File: config.mk
export PLATFORM = sky130hd
export DESIGN_NAME = SlaveDaq
export DESIGN_NICKNAME = d
export VERILOG_FILES = /design/src/source/DaqPkg.sv /design/src/source/AcqSequencer.sv /design/src/source/DaqStreamMux.sv /design/src/source/EdgeSync.sv /design/src/source/SlaveDaq.sv /design/src/source/TriggerMonitor.sv
export SDC_FILE = /design/constraint.sdc
export NUM_CORES = 1
export LEC_CHECK = 0
export BUFFER_PORTS_ARGS = -buffer_cell sky130_fd_sc_hd__buf_2
export CORE_ASPECT_RATIO = 0.8
export CORE_MARGIN = 2
export CORE_UTILIZATION = 45
export CTS_BUF_LIST = sky130_fd_sc_hd__clkbuf_2
export CTS_CLUSTER_SIZE = 14
export DETAILED_ROUTE_END_ITERATION = 8
export PLACE_DENSITY_LB_ADDON = 0.05
export SLEW_MARGIN = 20
export SYNTH_ARGS = -nofsm -noshare
export SYNTH_HDL_FRONTEND = slang
export SYNTH_SLANG_ARGS = --single-unit
File: constraint.sdc
create_clock -name Clk -period 7 [get_ports Clk]
set_input_delay 1.4 -clock Clk [delete_from_list [all_inputs] [get_ports Clk]]
set_output_delay 1.4 -clock Clk [all_outputs]
set_load 0.02 [all_outputs]
File: src/source/DaqPkg.sv
package DaqPkg;

	////////////////////////////////////////////////////////////
	// Sequencer states
	////////////////////////////////////////////////////////////
	// PwrOnA and PwrOnDac cover the range ChipReset..PushTrigLow
	// PwrOnD covers PowerOn..PushTrigLow
	typedef enum logic [4:0] {
		Idle,
		ChipReset,
		PowerOn,
		Release,
		WaitStart,
		Acquire,
		WaitRead,
		StartRead,
		WaitReadDone,
		OnceEndHold,
		PushTrigHigh,
		PushTrigLow,
		DrainWait,
		PushTrailer,
		AllDoneWait
	} SeqState_t;

	////////////////////////////////////////////////////////////
	// Stream and control bundles
	////////////////////////////////////////////////////////////
	typedef struct packed {
		logic [15:0] Data;
		logic        Last;  // Final trailer word only
	} StreamWord_t;

	typedef struct packed {
		logic ResetB;            // Chip digital reset, active low
		logic StartAcq;
		logic ForceExternalRaz;
		logic StartReadout;
	} AsicCtrl_t;

	typedef struct packed {
		logic PwrOnA;    // Analogue
		logic PwrOnD;    // Digital
		logic PwrOnDac;
	} PowerCtrl_t;

	// Frame markers
	localparam logic [7:0]  TrigIdTag = 8'hF1;
	localparam logic [7:0]  CountTag  = 8'hCC;
	localparam logic [15:0] TailWord  = 16'hFF45;
	localparam logic [15:0] EndWord   = 16'h45FF;
	localparam logic [15:0] PadWord   = 16'h0000;

	localparam int TrigCountWidth = 24;

endpackage

File: src/source/AcqSequencer.sv
`timescale 1ns/1ps

module AcqSequencer
	import DaqPkg::*;
#(
	parameter int TimeMinPowerReset = 8,
	parameter int TimeMinResetStart = 40,
	parameter int TimeMinSro        = 16,
	parameter int DrainTime         = 1600
) (
	input  logic                      Clk,
	input  logic                      reset_n,
	input  logic                      ModuleStart,
	input  logic [15:0]               AcquisitionTime,
	input  logic [15:0]               EndHoldTime,
	input  logic                      DataTransmitDone,
	input  logic                      TrigRise,
	input  logic                      ChipFull,
	input  logic                      ReadStart,
	input  logic                      EndRead,
	input  logic [TrigCountWidth-1:0] TrigCount,
	input  logic                      Hit,
	input  logic                      SeqReady,
	output AsicCtrl_t                 AsicCtrl,
	output PowerCtrl_t                PowerCtrl,
	output logic                      OnceEnd,
	output logic                      AllDone,
	output logic                      CountClear,
	output logic                      CountEnable,
	output logic                      HitClear,
	output logic                      RunStart,
	output StreamWord_t               SeqWord,
	output logic                      SeqValid
);

	SeqState_t                 State;
	logic [15:0]               DelayCount;   // Shared by all timed states
	logic                      ChipResetB;
	logic                      AcqOn;
	logic                      ReadoutOn;
	logic [TrigCountWidth-1:0] CountSnap;    // Count frozen for the frame words
	logic                      PowerAna;
	logic                      PowerDig;

	// Run trailer, Index 0..4
	function automatic StreamWord_t TrailerWord(input logic [2:0] Index,
		input logic [TrigCountWidth-1:0] Count);
		StreamWord_t Word;
		Word.Last = 1'b0;
		case (Index)
			3'd0:    Word.Data = PadWord;
			3'd1:    Word.Data = TailWord;
			3'd2:    Word.Data = {CountTag, Count[TrigCountWidth-1:16]};
			3'd3:    Word.Data = Count[15:0];
			default: begin
				Word.Data = EndWord;
				Word.Last = 1'b1;
			end
		endcase
		return Word;
	endfunction

	////////////////////////////////////////////////////////////
	// Run and acquisition FSM
	////////////////////////////////////////////////////////////
	always_ff @(posedge Clk or negedge reset_n) begin
		if (!reset_n) begin
			State       <= Idle;
			DelayCount  <= '0;
			ChipResetB  <= 1'b1;
			AcqOn       <= 1'b0;
			ReadoutOn   <= 1'b0;
			OnceEnd     <= 1'b0;
			AllDone     <= 1'b0;
			CountClear  <= 1'b0;
			CountEnable <= 1'b0;
			HitClear    <= 1'b0;
			RunStart    <= 1'b0;
			SeqWord     <= '0;
			SeqValid    <= 1'b0;
			CountSnap   <= '0;
		end else begin
			OnceEnd    <= 1'b0;  // Pulses by default
			CountClear <= 1'b0;
			HitClear   <= 1'b0;
			RunStart   <= 1'b0;
			case (State)
				Idle: begin
					if (ModuleStart) begin
						ChipResetB <= 1'b0;
						CountClear <= 1'b1;
						HitClear   <= 1'b1;
						RunStart   <= 1'b1;
						State      <= ChipReset;
					end
				end
				ChipReset: State <= PowerOn;
				PowerOn: begin
					if (DelayCount < TimeMinPowerReset) begin
						DelayCount <= DelayCount + 1'b1;
					end else begin
						DelayCount <= '0;
						ChipResetB <= 1'b1;
						State      <= Release;
					end
				end
				Release: begin
					if (DelayCount < TimeMinResetStart) begin
						DelayCount <= DelayCount + 1'b1;
					end else begin
						DelayCount  <= '0;
						CountEnable <= 1'b1;
						State       <= WaitStart;
					end
				end
				WaitStart: begin
					if (!ModuleStart) begin
						CountEnable <= 1'b0;
						State       <= DrainWait;
					end else if (TrigRise) begin
						AcqOn    <= 1'b1;
						HitClear <= 1'b1;
						State    <= Acquire;
					end
				end
				Acquire: begin
					// Window closes on timeout or chain full
					if (DelayCount >= AcquisitionTime || ChipFull) begin
						DelayCount <= '0;
						AcqOn      <= 1'b0;
						State      <= WaitRead;
					end else begin
						DelayCount <= DelayCount + 1'b1;
					end
				end
				WaitRead: begin
					if (ReadStart) begin
						ReadoutOn <= 1'b1;
						State     <= StartRead;
					end
				end
				StartRead: begin
					if (DelayCount < TimeMinSro) begin
						DelayCount <= DelayCount + 1'b1;
					end else begin
						DelayCount <= '0;
						ReadoutOn  <= 1'b0;
						State      <= WaitReadDone;
					end
				end
				WaitReadDone: if (EndRead) State <= OnceEndHold;
				OnceEndHold: begin
					if (DelayCount < EndHoldTime) begin
						DelayCount <= DelayCount + 1'b1;
					end else if (Hit) begin
						DelayCount   <= '0;
						CountSnap    <= TrigCount;
						SeqWord.Data <= {TrigIdTag, TrigCount[TrigCountWidth-1:16]};
						SeqWord.Last <= 1'b0;
						SeqValid     <= 1'b1;
						State        <= PushTrigHigh;
					end else begin
						DelayCount <= '0;
						OnceEnd    <= 1'b1;  // Empty readout, no trigger ID
						State      <= WaitStart;
					end
				end
				PushTrigHigh: begin
					if (SeqReady) begin
						SeqWord.Data <= CountSnap[15:0];
						State        <= PushTrigLow;
					end
				end
				PushTrigLow: begin
					if (SeqReady) begin
						SeqValid <= 1'b0;
						OnceEnd  <= 1'b1;
						State    <= WaitStart;
					end
				end
				DrainWait: begin
					if (DelayCount < DrainTime) begin
						DelayCount <= DelayCount + 1'b1;
					end else begin
						DelayCount <= '0;
						CountSnap  <= TrigCount;
						SeqWord    <= TrailerWord(3'd0, TrigCount);
						SeqValid   <= 1'b1;
						State      <= PushTrailer;
					end
				end
				PushTrailer: begin
					// DelayCount walks the trailer word index
					if (SeqReady) begin
						if (DelayCount == 16'd4) begin
							DelayCount <= '0;
							SeqValid   <= 1'b0;
							AllDone    <= 1'b1;
							State      <= AllDoneWait;
						end else begin
							DelayCount <= DelayCount + 1'b1;
							SeqWord    <= TrailerWord(DelayCount[2:0] + 3'd1, CountSnap);
						end
					end
				end
				AllDoneWait: begin
					if (DataTransmitDone) begin
						AllDone <= 1'b0;
						State   <= Idle;
					end
				end
				default: State <= Idle;
			endcase
		end
	end

	////////////////////////////////////////////////////////////
	// Chip control and power pulsing
	////////////////////////////////////////////////////////////
	assign PowerAna = (State >= ChipReset) && (State <= PushTrigLow);
	assign PowerDig = (State >= PowerOn) && (State <= PushTrigLow);

	assign PowerCtrl = '{PwrOnA: PowerAna, PwrOnD: PowerDig, PwrOnDac: PowerAna};
	assign AsicCtrl  = '{ResetB: ChipResetB, StartAcq: AcqOn,
		ForceExternalRaz: ~AcqOn, StartReadout: ReadoutOn};  // Raz forced outside the window

endmodule

File: src/source/DaqStreamMux.sv
`timescale 1ns/1ps

module DaqStreamMux
	import DaqPkg::*;
#(
	parameter int FifoDepth = 16
) (
	input  logic        Clk,
	input  logic        reset_n,
	input  logic [15:0] AsicData,
	input  logic        AsicValid,
	input  StreamWord_t SeqWord,
	input  logic        SeqValid,
	input  logic        RunStart,
	input  logic        OutReady,
	output logic        SeqReady,
	output StreamWord_t OutWord,
	output logic        OutValid,
	output logic        Overflow
);

	localparam int AddrWidth  = (FifoDepth > 1) ? $clog2(FifoDepth) : 1;
	localparam int LevelWidth = $clog2(FifoDepth + 1);

	StreamWord_t           Mem [FifoDepth];
	logic [AddrWidth-1:0]  WrPtr;
	logic [AddrWidth-1:0]  RdPtr;
	logic [LevelWidth-1:0] Level;
	logic                  Full;
	logic                  Push;
	logic                  Pop;
	StreamWord_t           WrWord;

	function automatic logic [AddrWidth-1:0] NextPtr(input logic [AddrWidth-1:0] Ptr);
		return (Ptr == AddrWidth'(FifoDepth - 1)) ? '0 : Ptr + 1'b1;
	endfunction

	assign Full     = (Level == LevelWidth'(FifoDepth));
	assign SeqReady = ~Full & ~AsicValid;  // ASIC words cannot wait
	assign Push     = ~Full & (AsicValid | SeqValid);
	assign WrWord   = AsicValid ? StreamWord_t'{Data: AsicData, Last: 1'b0} : SeqWord;
	assign OutValid = (Level != '0);
	assign Pop      = OutValid & OutReady;
	assign OutWord  = Mem[RdPtr];  // Head of FIFO

	always_ff @(posedge Clk) begin
		if (Push) Mem[WrPtr] <= WrWord;
	end

	////////////////////////////////////////////////////////////
	// Pointers, level, overflow
	////////////////////////////////////////////////////////////
	always_ff @(posedge Clk or negedge reset_n) begin
		if (!reset_n) begin
			WrPtr <= '0;
			RdPtr <= '0;
			Level <= '0;
		end else begin
			if (Push) WrPtr <= NextPtr(WrPtr);
			if (Pop) RdPtr <= NextPtr(RdPtr);
			case ({Push, Pop})
				2'b10:   Level <= Level + 1'b1;
				2'b01:   Level <= Level - 1'b1;
				default: Level <= Level;
			endcase
		end
	end

	// Sticky until the next run
	always_ff @(posedge Clk or negedge reset_n) begin
		if (!reset_n) begin
			Overflow <= 1'b0;
		end else if (RunStart) begin
			Overflow <= 1'b0;
		end else if (AsicValid && Full) begin
			Overflow <= 1'b1;
		end
	end

endmodule

File: src/source/EdgeSync.sv
`timescale 1ns/1ps

module EdgeSync (
	input  logic Clk,
	input  logic reset_n,
	input  logic AcqStart,
	input  logic ChipSatB,
	input  logic EndReadout,
	output logic TrigRise,
	output logic ChipFull,
	output logic ReadStart,
	output logic EndRead
);

	logic [1:0] AcqStartSync;    // [0] first stage, [1] second stage
	logic [1:0] ChipSatBSync;
	logic [1:0] EndReadoutSync;

	always_ff @(posedge Clk or negedge reset_n) begin
		if (!reset_n) begin
			AcqStartSync   <= 2'b00;
			ChipSatBSync   <= 2'b11;  // Chip idles not full
			EndReadoutSync <= 2'b00;
			TrigRise       <= 1'b0;
			ChipFull       <= 1'b0;
			ReadStart      <= 1'b0;
			EndRead        <= 1'b0;
		end else begin
			AcqStartSync   <= {AcqStartSync[0], AcqStart};
			ChipSatBSync   <= {ChipSatBSync[0], ChipSatB};
			EndReadoutSync <= {EndReadoutSync[0], EndReadout};
			// Registered edge pulses, one cycle each
			TrigRise  <= AcqStartSync[0] & ~AcqStartSync[1];
			ChipFull  <= ~ChipSatBSync[0] & ChipSatBSync[1];  // Falling, chain full
			ReadStart <= ChipSatBSync[0] & ~ChipSatBSync[1];  // Rising, readout may start
			EndRead   <= ~EndReadoutSync[0] & EndReadoutSync[1];
		end
	end

endmodule

File: src/source/SlaveDaq.sv
`timescale 1ns/1ps

module SlaveDaq
	import DaqPkg::*;
#(
	parameter int TimeMinPowerReset = 8,
	parameter int TimeMinResetStart = 40,
	parameter int TimeMinSro        = 16,
	parameter int DrainTime         = 1600,
	parameter int FifoDepth         = 16
) (
	input  logic        Clk,
	input  logic        reset_n,
	// Host control
	input  logic        ModuleStart,
	input  logic [15:0] AcquisitionTime,
	input  logic [15:0] EndHoldTime,
	input  logic        DataTransmitDone,
	output logic        OnceEnd,
	output logic        AllDone,
	// Chip side, asynchronous inputs
	input  logic        AcqStart,
	input  logic        ChipSatB,
	input  logic        EndReadout,
	output AsicCtrl_t   AsicCtrl,
	output PowerCtrl_t  PowerCtrl,
	// ASIC data, no back-pressure
	input  logic [15:0] AsicData,
	input  logic        AsicValid,
	// Host stream
	output StreamWord_t OutWord,
	output logic        OutValid,
	input  logic        OutReady,
	output logic        Overflow
);

	logic                      TrigRise;
	logic                      ChipFull;
	logic                      ReadStart;
	logic                      EndRead;
	logic                      CountClear;
	logic                      CountEnable;
	logic                      HitClear;
	logic                      RunStart;
	logic [TrigCountWidth-1:0] TrigCount;
	logic                      Hit;
	StreamWord_t               SeqWord;
	logic                      SeqValid;
	logic                      SeqReady;

	EdgeSync EdgeSync_inst (
		.Clk       (Clk),
		.reset_n   (reset_n),
		.AcqStart  (AcqStart),
		.ChipSatB  (ChipSatB),
		.EndReadout(EndReadout),
		.TrigRise  (TrigRise),
		.ChipFull  (ChipFull),
		.ReadStart (ReadStart),
		.EndRead   (EndRead)
	);

	TriggerMonitor TriggerMonitor_inst (
		.Clk        (Clk),
		.reset_n    (reset_n),
		.TrigRise   (TrigRise),
		.CountClear (CountClear),
		.CountEnable(CountEnable),
		.HitClear   (HitClear),
		.AsicValid  (AsicValid),
		.TrigCount  (TrigCount),
		.Hit        (Hit)
	);

	AcqSequencer #(
		.TimeMinPowerReset(TimeMinPowerReset),
		.TimeMinResetStart(TimeMinResetStart),
		.TimeMinSro       (TimeMinSro),
		.DrainTime        (DrainTime)
	) AcqSequencer_inst (
		.Clk             (Clk),
		.reset_n         (reset_n),
		.ModuleStart     (ModuleStart),
		.AcquisitionTime (AcquisitionTime),
		.EndHoldTime     (EndHoldTime),
		.DataTransmitDone(DataTransmitDone),
		.TrigRise        (TrigRise),
		.ChipFull        (ChipFull),
		.ReadStart       (ReadStart),
		.EndRead         (EndRead),
		.TrigCount       (TrigCount),
		.Hit             (Hit),
		.SeqReady        (SeqReady),
		.AsicCtrl        (AsicCtrl),
		.PowerCtrl       (PowerCtrl),
		.OnceEnd         (OnceEnd),
		.AllDone         (AllDone),
		.CountClear      (CountClear),
		.CountEnable     (CountEnable),
		.HitClear        (HitClear),
		.RunStart        (RunStart),
		.SeqWord         (SeqWord),
		.SeqValid        (SeqValid)
	);

	DaqStreamMux #(
		.FifoDepth(FifoDepth)
	) DaqStreamMux_inst (
		.Clk      (Clk),
		.reset_n  (reset_n),
		.AsicData (AsicData),
		.AsicValid(AsicValid),
		.SeqWord  (SeqWord),
		.SeqValid (SeqValid),
		.RunStart (RunStart),
		.OutReady (OutReady),
		.SeqReady (SeqReady),
		.OutWord  (OutWord),
		.OutValid (OutValid),
		.Overflow (Overflow)
	);

endmodule

File: src/source/TriggerMonitor.sv
`timescale 1ns/1ps

module TriggerMonitor
	import DaqPkg::*;
(
	input  logic                      Clk,
	input  logic                      reset_n,
	input  logic                      TrigRise,
	input  logic                      CountClear,
	input  logic                      CountEnable,
	input  logic                      HitClear,
	input  logic                      AsicValid,
	output logic [TrigCountWidth-1:0] TrigCount,
	output logic                      Hit
);

	// Run trigger counter
	always_ff @(posedge Clk or negedge reset_n) begin
		if (!reset_n) begin
			TrigCount <= '0;
		end else if (CountClear) begin
			TrigCount <= '0;
		end else if (CountEnable && TrigRise) begin
			TrigCount <= TrigCount + 1'b1;
		end
	end

	// Any ASIC word during the readout marks it as carrying hits
	always_ff @(posedge Clk or negedge reset_n) begin
		if (!reset_n) begin
			Hit <= 1'b0;
		end else if (HitClear) begin
			Hit <= 1'b0;
		end else if (AsicValid) begin
			Hit <= 1'b1;
		end
	end

endmodule

==> results.sh, run 1 <==
export IMPL_filler_cell_count=3423
export IMPL_synth_edf_count=272
export IMPL_layout_drive_gt1_share_pct=25.02
export IMPL_cp_data_required_time_ps=5600
export IMPL_antenna_violating_nets_post_route=0
export IMPL_cts_repair_resized=0
export IMPL_timing_final_setup_violations=0
export IMPL_synth_avg_cell_area_sq_um=13.92
export IMPL_slew_limit_headroom_pct=25.60
export IMPL_synth_top_cells_by_area="sky130_fd_sc_hd__edfxtp_1 (46%), sky130_fd_sc_hd__dfrtp_1 (17%), sky130_fd_sc_hd__mux4_2 (4.4%), sky130_fd_sc_hd__mux2i_1 (3.5%), sky130_fd_sc_hd__ha_1 (3.3%)"
export IMPL_timing_clock_skew_ps=70.75
export IMPL_core_area_sq_um=38360
export IMPL_design_die_area_sq_um=40700
export IMPL_via_count_of_the_first_global_routing_pass=11070
export IMPL_max_clock_freq_ghz=0.1959
export IMPL_period_needed_ps=5106
export IMPL_wl_met1_mm=20.57
export IMPL_synth_top_area_share_pct=46.43
export IMPL_tritoncts_num_buffers=98
export IMPL_maxUsedRoutingLayer="met4"
export IMPL_yosys_cell_types_count=66
export IMPL_synth_compound_area_share_pct=7.895
export IMPL_initialDrtViolationCount=893
export IMPL_max_cap_violations=0
export IMPL_setup_tns_ps=0
export IMPL_drt_wl_total_mm=42.26
export IMPL_syn_to_final_growth_pct=10.37
export IMPL_yosys_area_share_adder_pct=3.385
export IMPL_crit_path_cell_trace="buf_4 -> nand2_1 -> o21ai_0 -> a21oi_1 -> o21ai_0 -> nand2_1 -> buf_2"
export IMPL_arrival_ps=3710
export IMPL_die_height_microns=180.8
export IMPL_synth_top_family_by_area="multiplexers"
export IMPL_synth_simple_area_share_pct=7.966
export IMPL_ir_drop_mv=0.1523
export IMPL_synth_seq_area_share_pct=63.38
export IMPL_i_o_pin_count=85
export IMPL_vias=10950
export IMPL_met2_wirelength_mm=18.61
export IMPL_tightest_slew_ps=1116
export IMPL_cell_type_with_the_largest_total_area_after_synthesis="sky130_fd_sc_hd__edfxtp_1"
export IMPL_post_cts_repair_setup_buffers=0
export IMPL_routedWlPerCell_microns=21.44
export IMPL_worstSetupPathType="flop to output port"
export IMPL_largest_net_degree_at_the_start_of_global_routing=66
export IMPL_clock_sink_count=391
export IMPL_crit_path_end_kind="output port"
export IMPL_hpwl_after_dpl_mm=26.14
export IMPL_syn_area_sq_um=17590
export IMPL_slowest_stage="sky130_fd_sc_hd__dfrtp_2"
export IMPL_fp_dieW_microns=225.1
export IMPL_yosys_cell_count_top_type="sky130_fd_sc_hd__edfxtp_1"
export IMPL_number_of_warnings_issued_by_yosys=0
export IMPL_clk_pin_slew_ps=110
export IMPL_timing_hold_worst_class="flop to flop"
export IMPL_synth_flop_cell="sky130_fd_sc_hd__edfxtp_1"
export IMPL_clock_path_buffers=3
export IMPL_cts_root_buf="sky130_fd_sc_hd__clkbuf_2"
export IMPL_syn_instance_count=1264
export IMPL_first_pass_grt_wire_length_mm=66.11
export IMPL_critPathTopFamily="flip-flops"
export IMPL_num_rows=64
export IMPL_synth_top_cells_by_count="sky130_fd_sc_hd__edfxtp_1 (272), sky130_fd_sc_hd__dfrtp_1 (116), sky130_fd_sc_hd__nand2_1 (95)"
export IMPL_final_hold_violation_count=0
export IMPL_overflow=0
export IMPL_p_leak_uw=0.007932
export IMPL_detailedPlace_worstSlack_ps=2891
export IMPL_worst_setup_path_start_kind="flop"
export IMPL_critPathMaxStageDelay_ps=820
export IMPL_route_met3_wl_mm=2.349
export IMPL_synth_seq_cells=391
export IMPL_placement_io_buffers=84
export IMPL_via_per_inst=5.556
export IMPL_portion_of_netlist_area_occupied_by_mux_cells_pct=12.33
export IMPL_final_max_slew_viol_count=0
export IMPL_cts_hold_buffers=0
export IMPL_critical_path_buf_inv_count=2
export IMPL_run_status="finished, final reports clean"
export IMPL_grtUsageTotal_pct=21.54
export IMPL_finalCritPeriodShare_pct=72.94
export IMPL_power_density_nw_per_um2=324.9
export IMPL_initial_utilization_pct=45.86
export IMPL_setup_repair_after_global_routing_missed_its_margin="no"
export IMPL_ys_async_sr_fraction_pct=30.43
export IMPL_final_critical_path_setup_slack_ps=1894
export IMPL_number_of_antenna_violations_at_the_first_check_in_global_routing=2
export IMPL_drc_errors=0
export IMPL_clock_tree_from_tritoncts="done"
export IMPL_place_congestion=0.7920
export IMPL_dr_pass1_iters=5
export IMPL_critPathMaxFanout=24
export IMPL_design_final_nets=1511
export IMPL_synthXorXnorAreaFrac_pct=2.091
export IMPL_finish_utilization_pct=50.62
export IMPL_syn_nets=1368
export IMPL_htree_levels=3
export IMPL_clk_insertion_delay_late_ps=1000
==> where the power goes <==
group	switching (uW)	total [uW]	leakage (uW)	internal [uW]
Sequential	211	2920	0.00407	2710
Combinational	1110	1840	0.00320	730
Clock	916	1540	0.000663	628
==> cell families (layout without fill, tap and decap cells) <==
kind of cell	Yosys count	after routing
adder cells (fa/ha/maj)	47	47
multiplexers	159	159
XOR/XNOR	42	42
AO/OA/AOI/OAI	216	216
flip-flops	391	391
AND/OR/NAND/NOR	291	291
other	0	1
buffers and inverters	118	329
==> through the flow <==
step	cells	instance area (sq um)	hold WS, ps	power, uW
3_3_place_gp	1801	18510	352.5	4827
6_report	1971	19420	378.1	6308
3_5_place_dp	1802	18530	366.1	4838
2_1_floorplan	1264	17590	346.5	4206
4_1_cts	1970	19410	348.5	6398
5_1_grt	1971	19420	349.8	6697
==> metal layers <==
layer / vias to the layer above / global-route usage, %
li1: 5095 / -
met5: - / 0
met3: 59 / 4.684
met4: 0 / 6.013
met1: 5496 / 32.97
met2: 300 / 30.90
==> cell type report <==
cell class                      count  area, sq um  share of cell area, %
Tap cell                          495        619.3                  3.190
Antenna cell                        1        2.502                0.01289
Multi-Input combinational cell    755         5937                  30.58
Sequential cell                   391        11150                  57.45
Timing Repair Buffer              108        623.1                  3.209
Clock buffer                      135        675.6                  3.480
Inverter                           53        198.9                  1.025
Clock inverter                     33        205.2                  1.057
==> flip-flops by register name, summed over array words and instances, names as in the netlist, 2 cells and up <==
| signal | flops |
|---|---|
| EdgeSync_inst.EndReadoutSync | 2 |
| DaqStreamMux_inst.Mem | 272 |
| AcqSequencer_inst.CountSnap | 24 |
| DaqStreamMux_inst.Level | 5 |
| AcqSequencer_inst.DelayCount | 16 |
| AcqSequencer_inst.State | 4 |
| DaqStreamMux_inst.WrPtr | 4 |
| DaqStreamMux_inst.RdPtr | 4 |
| EdgeSync_inst.ChipSatBSync | 2 |
| EdgeSync_inst.AcqStartSync | 2 |
| TriggerMonitor_inst.TrigCount | 24 |
| AcqSequencer_inst.SeqWord | 17 |
==> final timing paths <==
check	from	end	slack, ps	cells after the start
worst max-delay path	DaqStreamMux_inst.RdPtr[1]$_DFFE_PN0P_	OutWord[6]	1890	7
worst min-delay path	EdgeSync_inst.AcqStartSync[0]$_DFF_PN0_	EdgeSync_inst.AcqStartSync[1]$_DFF_PN0_	380	0
worst max register to register	DaqStreamMux_inst.Level[1]$_DFFE_PN0P_	DaqStreamMux_inst.Level[4]$_DFFE_PN0P_	3590	13
worst min register to register	EdgeSync_inst.AcqStartSync[0]$_DFF_PN0_	EdgeSync_inst.AcqStartSync[1]$_DFF_PN0_	380	0
max in group asynchronous	reset_n	DaqStreamMux_inst.RdPtr[0]$_DFFE_PN0P_	5150	2
min in group asynchronous	reset_n	AcqSequencer_inst.CountSnap[3]$_DFFE_PN0P_	520	1
==> cell usage in the layout, fill, tap and decap left out, types with 4 or more instances in the layout <==
master,count
sky130_fd_sc_hd__o21ai_0,70
sky130_fd_sc_hd__a21o_1,7
sky130_fd_sc_hd__a21oi_1,49
sky130_fd_sc_hd__mux4_2,34
sky130_fd_sc_hd__mux2_4,19
sky130_fd_sc_hd__mux2_2,45
sky130_fd_sc_hd__nand3_1,23
sky130_fd_sc_hd__a31oi_1,5
sky130_fd_sc_hd__nor2_1,64
sky130_fd_sc_hd__and3_1,16
sky130_fd_sc_hd__buf_4,23
sky130_fd_sc_hd__dfrtp_1,114
sky130_fd_sc_hd__clkbuf_2,135
sky130_fd_sc_hd__o31ai_1,4
sky130_fd_sc_hd__nor2b_1,10
sky130_fd_sc_hd__xnor2_1,14
sky130_fd_sc_hd__clkinv_1,25
sky130_fd_sc_hd__a221oi_1,17
sky130_fd_sc_hd__nand2_1,95
sky130_fd_sc_hd__xor2_1,28
sky130_fd_sc_hd__edfxtp_1,272
sky130_fd_sc_hd__ha_1,46
sky130_fd_sc_hd__nand2b_1,4
sky130_fd_sc_hd__nand4_1,19
sky130_fd_sc_hd__or3_1,4
sky130_fd_sc_hd__mux2i_1,61
sky130_fd_sc_hd__and2_2,6
sky130_fd_sc_hd__nor4_1,4
sky130_fd_sc_hd__a211oi_1,7
sky130_fd_sc_hd__inv_1,53
sky130_fd_sc_hd__and2_1,15
sky130_fd_sc_hd__nor3_1,16
sky130_fd_sc_hd__buf_2,83
sky130_fd_sc_hd__a22oi_1,24
No activity file was read; power rests on OpenSTA's default activity.
==> run 2: changes to the inputs <==
Settings changed: ABC_AREA from default to 1.
Clock period 7 ns to 4.5 ns, I/O delays scaled along.
==> run 2 against run 1 <==
Effect of this change: synthesized cell count increased by 43%; synthesized area increased by 3.3%; largest power group unchanged; via count increased by 26%; power increased by 88%; sequential power increased by 66%; clock power increased by 53%; highest routed layer unchanged; sequential share of layout area decreased by 1.8 points; die area increased by 3.3%.
==> results.sh, run 2 <==
export IMPL_run_status="finished, final reports clean"
export IMPL_ys_async_sr_fraction_pct=30.43
export IMPL_via_count_of_the_first_global_routing_pass=13500
export IMPL_critPathMaxFanout=15
export IMPL_synth_seq_area_share_pct=61.32
export IMPL_largest_net_degree_at_the_start_of_global_routing=94
export IMPL_multi_input_comb_area_sq_um=6082
export IMPL_min_delay_start="ModuleStart"
export IMPL_finalCritPeriodShare_pct=94.40
export IMPL_dr_pass1_iters=8
export IMPL_filler_cell_count=3771
export IMPL_layout_drive_gt1_share_pct=16.63
export IMPL_synth_edf_count=272
export IMPL_syn_instance_count=1809
export IMPL_power_density_nw_per_um2=592.5
export IMPL_clock_tree_from_tritoncts="done"
export IMPL_core_area_sq_um=39610
export IMPL_synth_top_area_share_pct=44.92
export IMPL_synth_avg_cell_area_sq_um=10.05
export IMPL_combinationalPowerShare_pct=39.4
export IMPL_clk_insertion_delay_late_ps=1080
export IMPL_post_layout_nonfiller_instances=2551
export IMPL_vias=13770
export IMPL_clk_pin_slew_ps=100
export IMPL_hpwl_after_dpl_mm=32.39
export IMPL_switching_share_pct=43.37
export IMPL_final_common_cell="sky130_fd_sc_hd__nand2_1"
export IMPL_syn_to_final_growth_pct=10.23
export IMPL_clock_path_buffers=3
export IMPL_placement_io_buffers=84
export IMPL_worst_setup_path_start_kind="flop"
export IMPL_p_leak_uw=0.008387
export IMPL_tritoncts_num_buffers=100
export IMPL_final_max_slew_viol_count=0
export IMPL_place_congestion=0.9066
export IMPL_cell_type_with_the_largest_total_area_after_synthesis="sky130_fd_sc_hd__edfxtp_1"
export IMPL_post_route_worst_hold_slack_ps=206.3
export IMPL_max_cap_violations=0
export IMPL_power_net_switching_uw=5150
export IMPL_num_rows=65
export IMPL_number_of_antenna_violations_at_the_first_check_in_global_routing=2
export IMPL_cp_data_required_time_ps=3600
export IMPL_ir_drop_mv=0.2771
export IMPL_synth_top_cells_by_area="sky130_fd_sc_hd__edfxtp_1 (45%), sky130_fd_sc_hd__dfrtp_1 (16%), sky130_fd_sc_hd__nand2_1 (9.2%), sky130_fd_sc_hd__o21ai_0 (4.0%), sky130_fd_sc_hd__nor2_1 (3.7%)"
export IMPL_largest_register_ffs=272
export IMPL_overflow=0
export IMPL_max_clock_freq_ghz=0.2354
export IMPL_power_frac_seq_pct=40.9
export IMPL_yosys_cell_count_top_type="sky130_fd_sc_hd__nand2_1"
export IMPL_antenna_violating_nets_post_route=0
export IMPL_synth_seq_cells=391
export IMPL_yosys_cell_types_count=53
export IMPL_period_needed_ps=4248
export IMPL_drt_wl_total_mm=50.31
export IMPL_first_pass_grt_wire_length_mm=78.09
export IMPL_tightest_slew_ps=982.9
export IMPL_cts_root_buf="sky130_fd_sc_hd__clkbuf_2"
export IMPL_routedWlPerCell_microns=19.72
export IMPL_r2r_start="DaqStreamMux_inst.Level[1]$_DFFE_PN0P_"
export IMPL_worstSetupPathType="flop to output port"
export IMPL_die_height_microns=183.8
export IMPL_regArea_sq_um=11150
export IMPL_design_die_area_sq_um=42040
export IMPL_timing_clock_skew_ps=55.42
export IMPL_crit_path_start="DaqStreamMux_inst.RdPtr[2]$_DFFE_PN0P_"
export IMPL_i_o_pin_count=85
export IMPL_initialDrtViolationCount=1156
export IMPL_fp_dieW_microns=228.7
export IMPL_design_final_nets=2049
export IMPL_clock_sink_count=391
export IMPL_syn_nets=1913
export IMPL_synth_flop_cell="sky130_fd_sc_hd__edfxtp_1"
export IMPL_number_of_warnings_issued_by_yosys=0
export IMPL_crit_path_end_kind="output port"
export IMPL_via_per_inst=5.398
export IMPL_timing_final_setup_violations=0
export IMPL_post_cts_repair_setup_buffers=0
export IMPL_syn_area_sq_um=18180
export IMPL_grtUsageTotal_pct=24.51
export IMPL_power_report_internal_total_uw=6724
export IMPL_largest_register="DaqStreamMux_inst.Mem"
export IMPL_arrival_ps=3350
export IMPL_htree_levels=3
export IMPL_post_place_cells=2375
export IMPL_final_hold_violation_count=0
export IMPL_drc_errors=0
export IMPL_slew_limit_headroom_pct=34.47
export IMPL_clock_power_share_pct=19.8
export IMPL_layout_top_registers="DaqStreamMux_inst.Mem (272), AcqSequencer_inst.CountSnap (24), TriggerMonitor_inst.TrigCount (24)"
export IMPL_commonest_non_fill_non_tap_cells_in_the_layout="sky130_fd_sc_hd__nand2_1 (445), sky130_fd_sc_hd__edfxtp_1 (272), sky130_fd_sc_hd__nor2_1 (161)"
export IMPL_synth_top_cells_by_count="sky130_fd_sc_hd__nand2_1 (445), sky130_fd_sc_hd__edfxtp_1 (272), sky130_fd_sc_hd__nor2_1 (178)"
export IMPL_initial_utilization_pct=45.90
export IMPL_timing_hold_worst_class="input pin to flop"
==> run 2: changes by cell type in the layout (fill, tap and decap cells not counted), moves of 19 or more <==
cell,delta
sky130_fd_sc_hd__mux4_2,-34
sky130_fd_sc_hd__inv_1,+95
sky130_fd_sc_hd__o21ai_0,+77
sky130_fd_sc_hd__nand3_1,+39
sky130_fd_sc_hd__nand2_1,+350
sky130_fd_sc_hd__nor2_2,+35
sky130_fd_sc_hd__mux2_2,-45
sky130_fd_sc_hd__nor2_1,+97
sky130_fd_sc_hd__mux2_4,-19
sky130_fd_sc_hd__mux2i_1,-61
sky130_fd_sc_hd__a22oi_1,-23
sky130_fd_sc_hd__o22ai_1,+30
sky130_fd_sc_hd__a21oi_1,+27
==> run 2: layer usage <==
layer / vias up / wire [microns] / global-route usage [%]
met5: - / 0 / 0
met4: 0 / 967 / 7.477
met3: 86 / 3522 / 5.847
met2: 439 / 20990 / 35.04
met1: 6687 / 24830 / 36.82
li1: 6559 / - / -
==> run 2: cell type report <==
class                           count  area share, %
Antenna cell                        6        0.07492
Tap cell                          536          3.346
Inverter                          156          2.947
Timing Repair Buffer              115          3.446
Sequential cell                   391          55.65
Multi-Input combinational cell   1181          30.35
Clock inverter                     24         0.6430
Clock buffer                      142          3.546
==> run 2: logic make-up after synthesis <==
family / share of synthesized area (%)
XOR/XNOR: 0.7226
AND/OR/NAND/NOR: 18.56
flip-flops: 61.32
buffers and inverters: 5.457
adder cells (fa/ha/maj): 3.276
AO/OA/AOI/OAI: 10.66
==> run 2: final timing paths <==
check | to | slack [ps] | depth (start not counted)
worst max-delay path | OutWord[13] | 250 | 6
worst min-delay path | AcqSequencer_inst.CountClear$_DFF_PN0_ | 210 | 3
worst max register to register | DaqStreamMux_inst.Mem[0][8]$_DFFE_PP_ | 1700 | 7
worst min register to register | EdgeSync_inst.EndReadoutSync[1]$_DFF_PN0_ | 390 | 0
max in group asynchronous | TriggerMonitor_inst.TrigCount[8]$_DFFE_PN0P_ | 3180 | 3
min in group asynchronous | AcqSequencer_inst.DelayCount[7]$_DFFE_PN0P_ | 420 | 2
==> run 2: repair_timing <==
| action | CTS | global route |
|---|---|---|
| hold endpoints to repair | 54 | 0 |
| endpoints found under the setup margin | 0 | 0 |
| hold buffers | 4 | 0 |
| gates resized for setup | 0 | 0 |
==> run 2: critical path, cell delays in order (launching register included) <==
cell and delay, ps:
sky130_fd_sc_hd__dfrtp_1 460, sky130_fd_sc_hd__nand2_1 590, sky130_fd_sc_hd__inv_1 530, sky130_fd_sc_hd__nand3_1 180, sky130_fd_sc_hd__nand4_1 100, sky130_fd_sc_hd__nand2_1 210
sky130_fd_sc_hd__buf_2 210
==> run 2: stage by stage <==
stage | worst slack (ps) | power, uW | util [%] | TNS (ps) | instance area, sq um
global route | -21.28 | 12690 | 50.60 | -46.86 | 20040
floorplan | 1830 | 8006 | - | 0 | 18180
CTS | 220.9 | 11940 | 50.56 | 0 | 20030
detailed placement | 1135 | 9584 | 48.34 | 0 | 19150
global placement | 1162 | 9555 | 48.34 | 0 | 19140
finish | 251.9 | 11870 | 50.60 | 0 | 20040
==> run 2: power groups by stage <==
stage	Combinational (uW)	Sequential, uW	Clock [uW]
after floorplan	3170	4830	0
after global placement	4630	4930	0
after CTS	4670	4850	2410
after global routing	5170	4920	2600
final	4680	4850	2350
after detailed placement	4650	4930	0
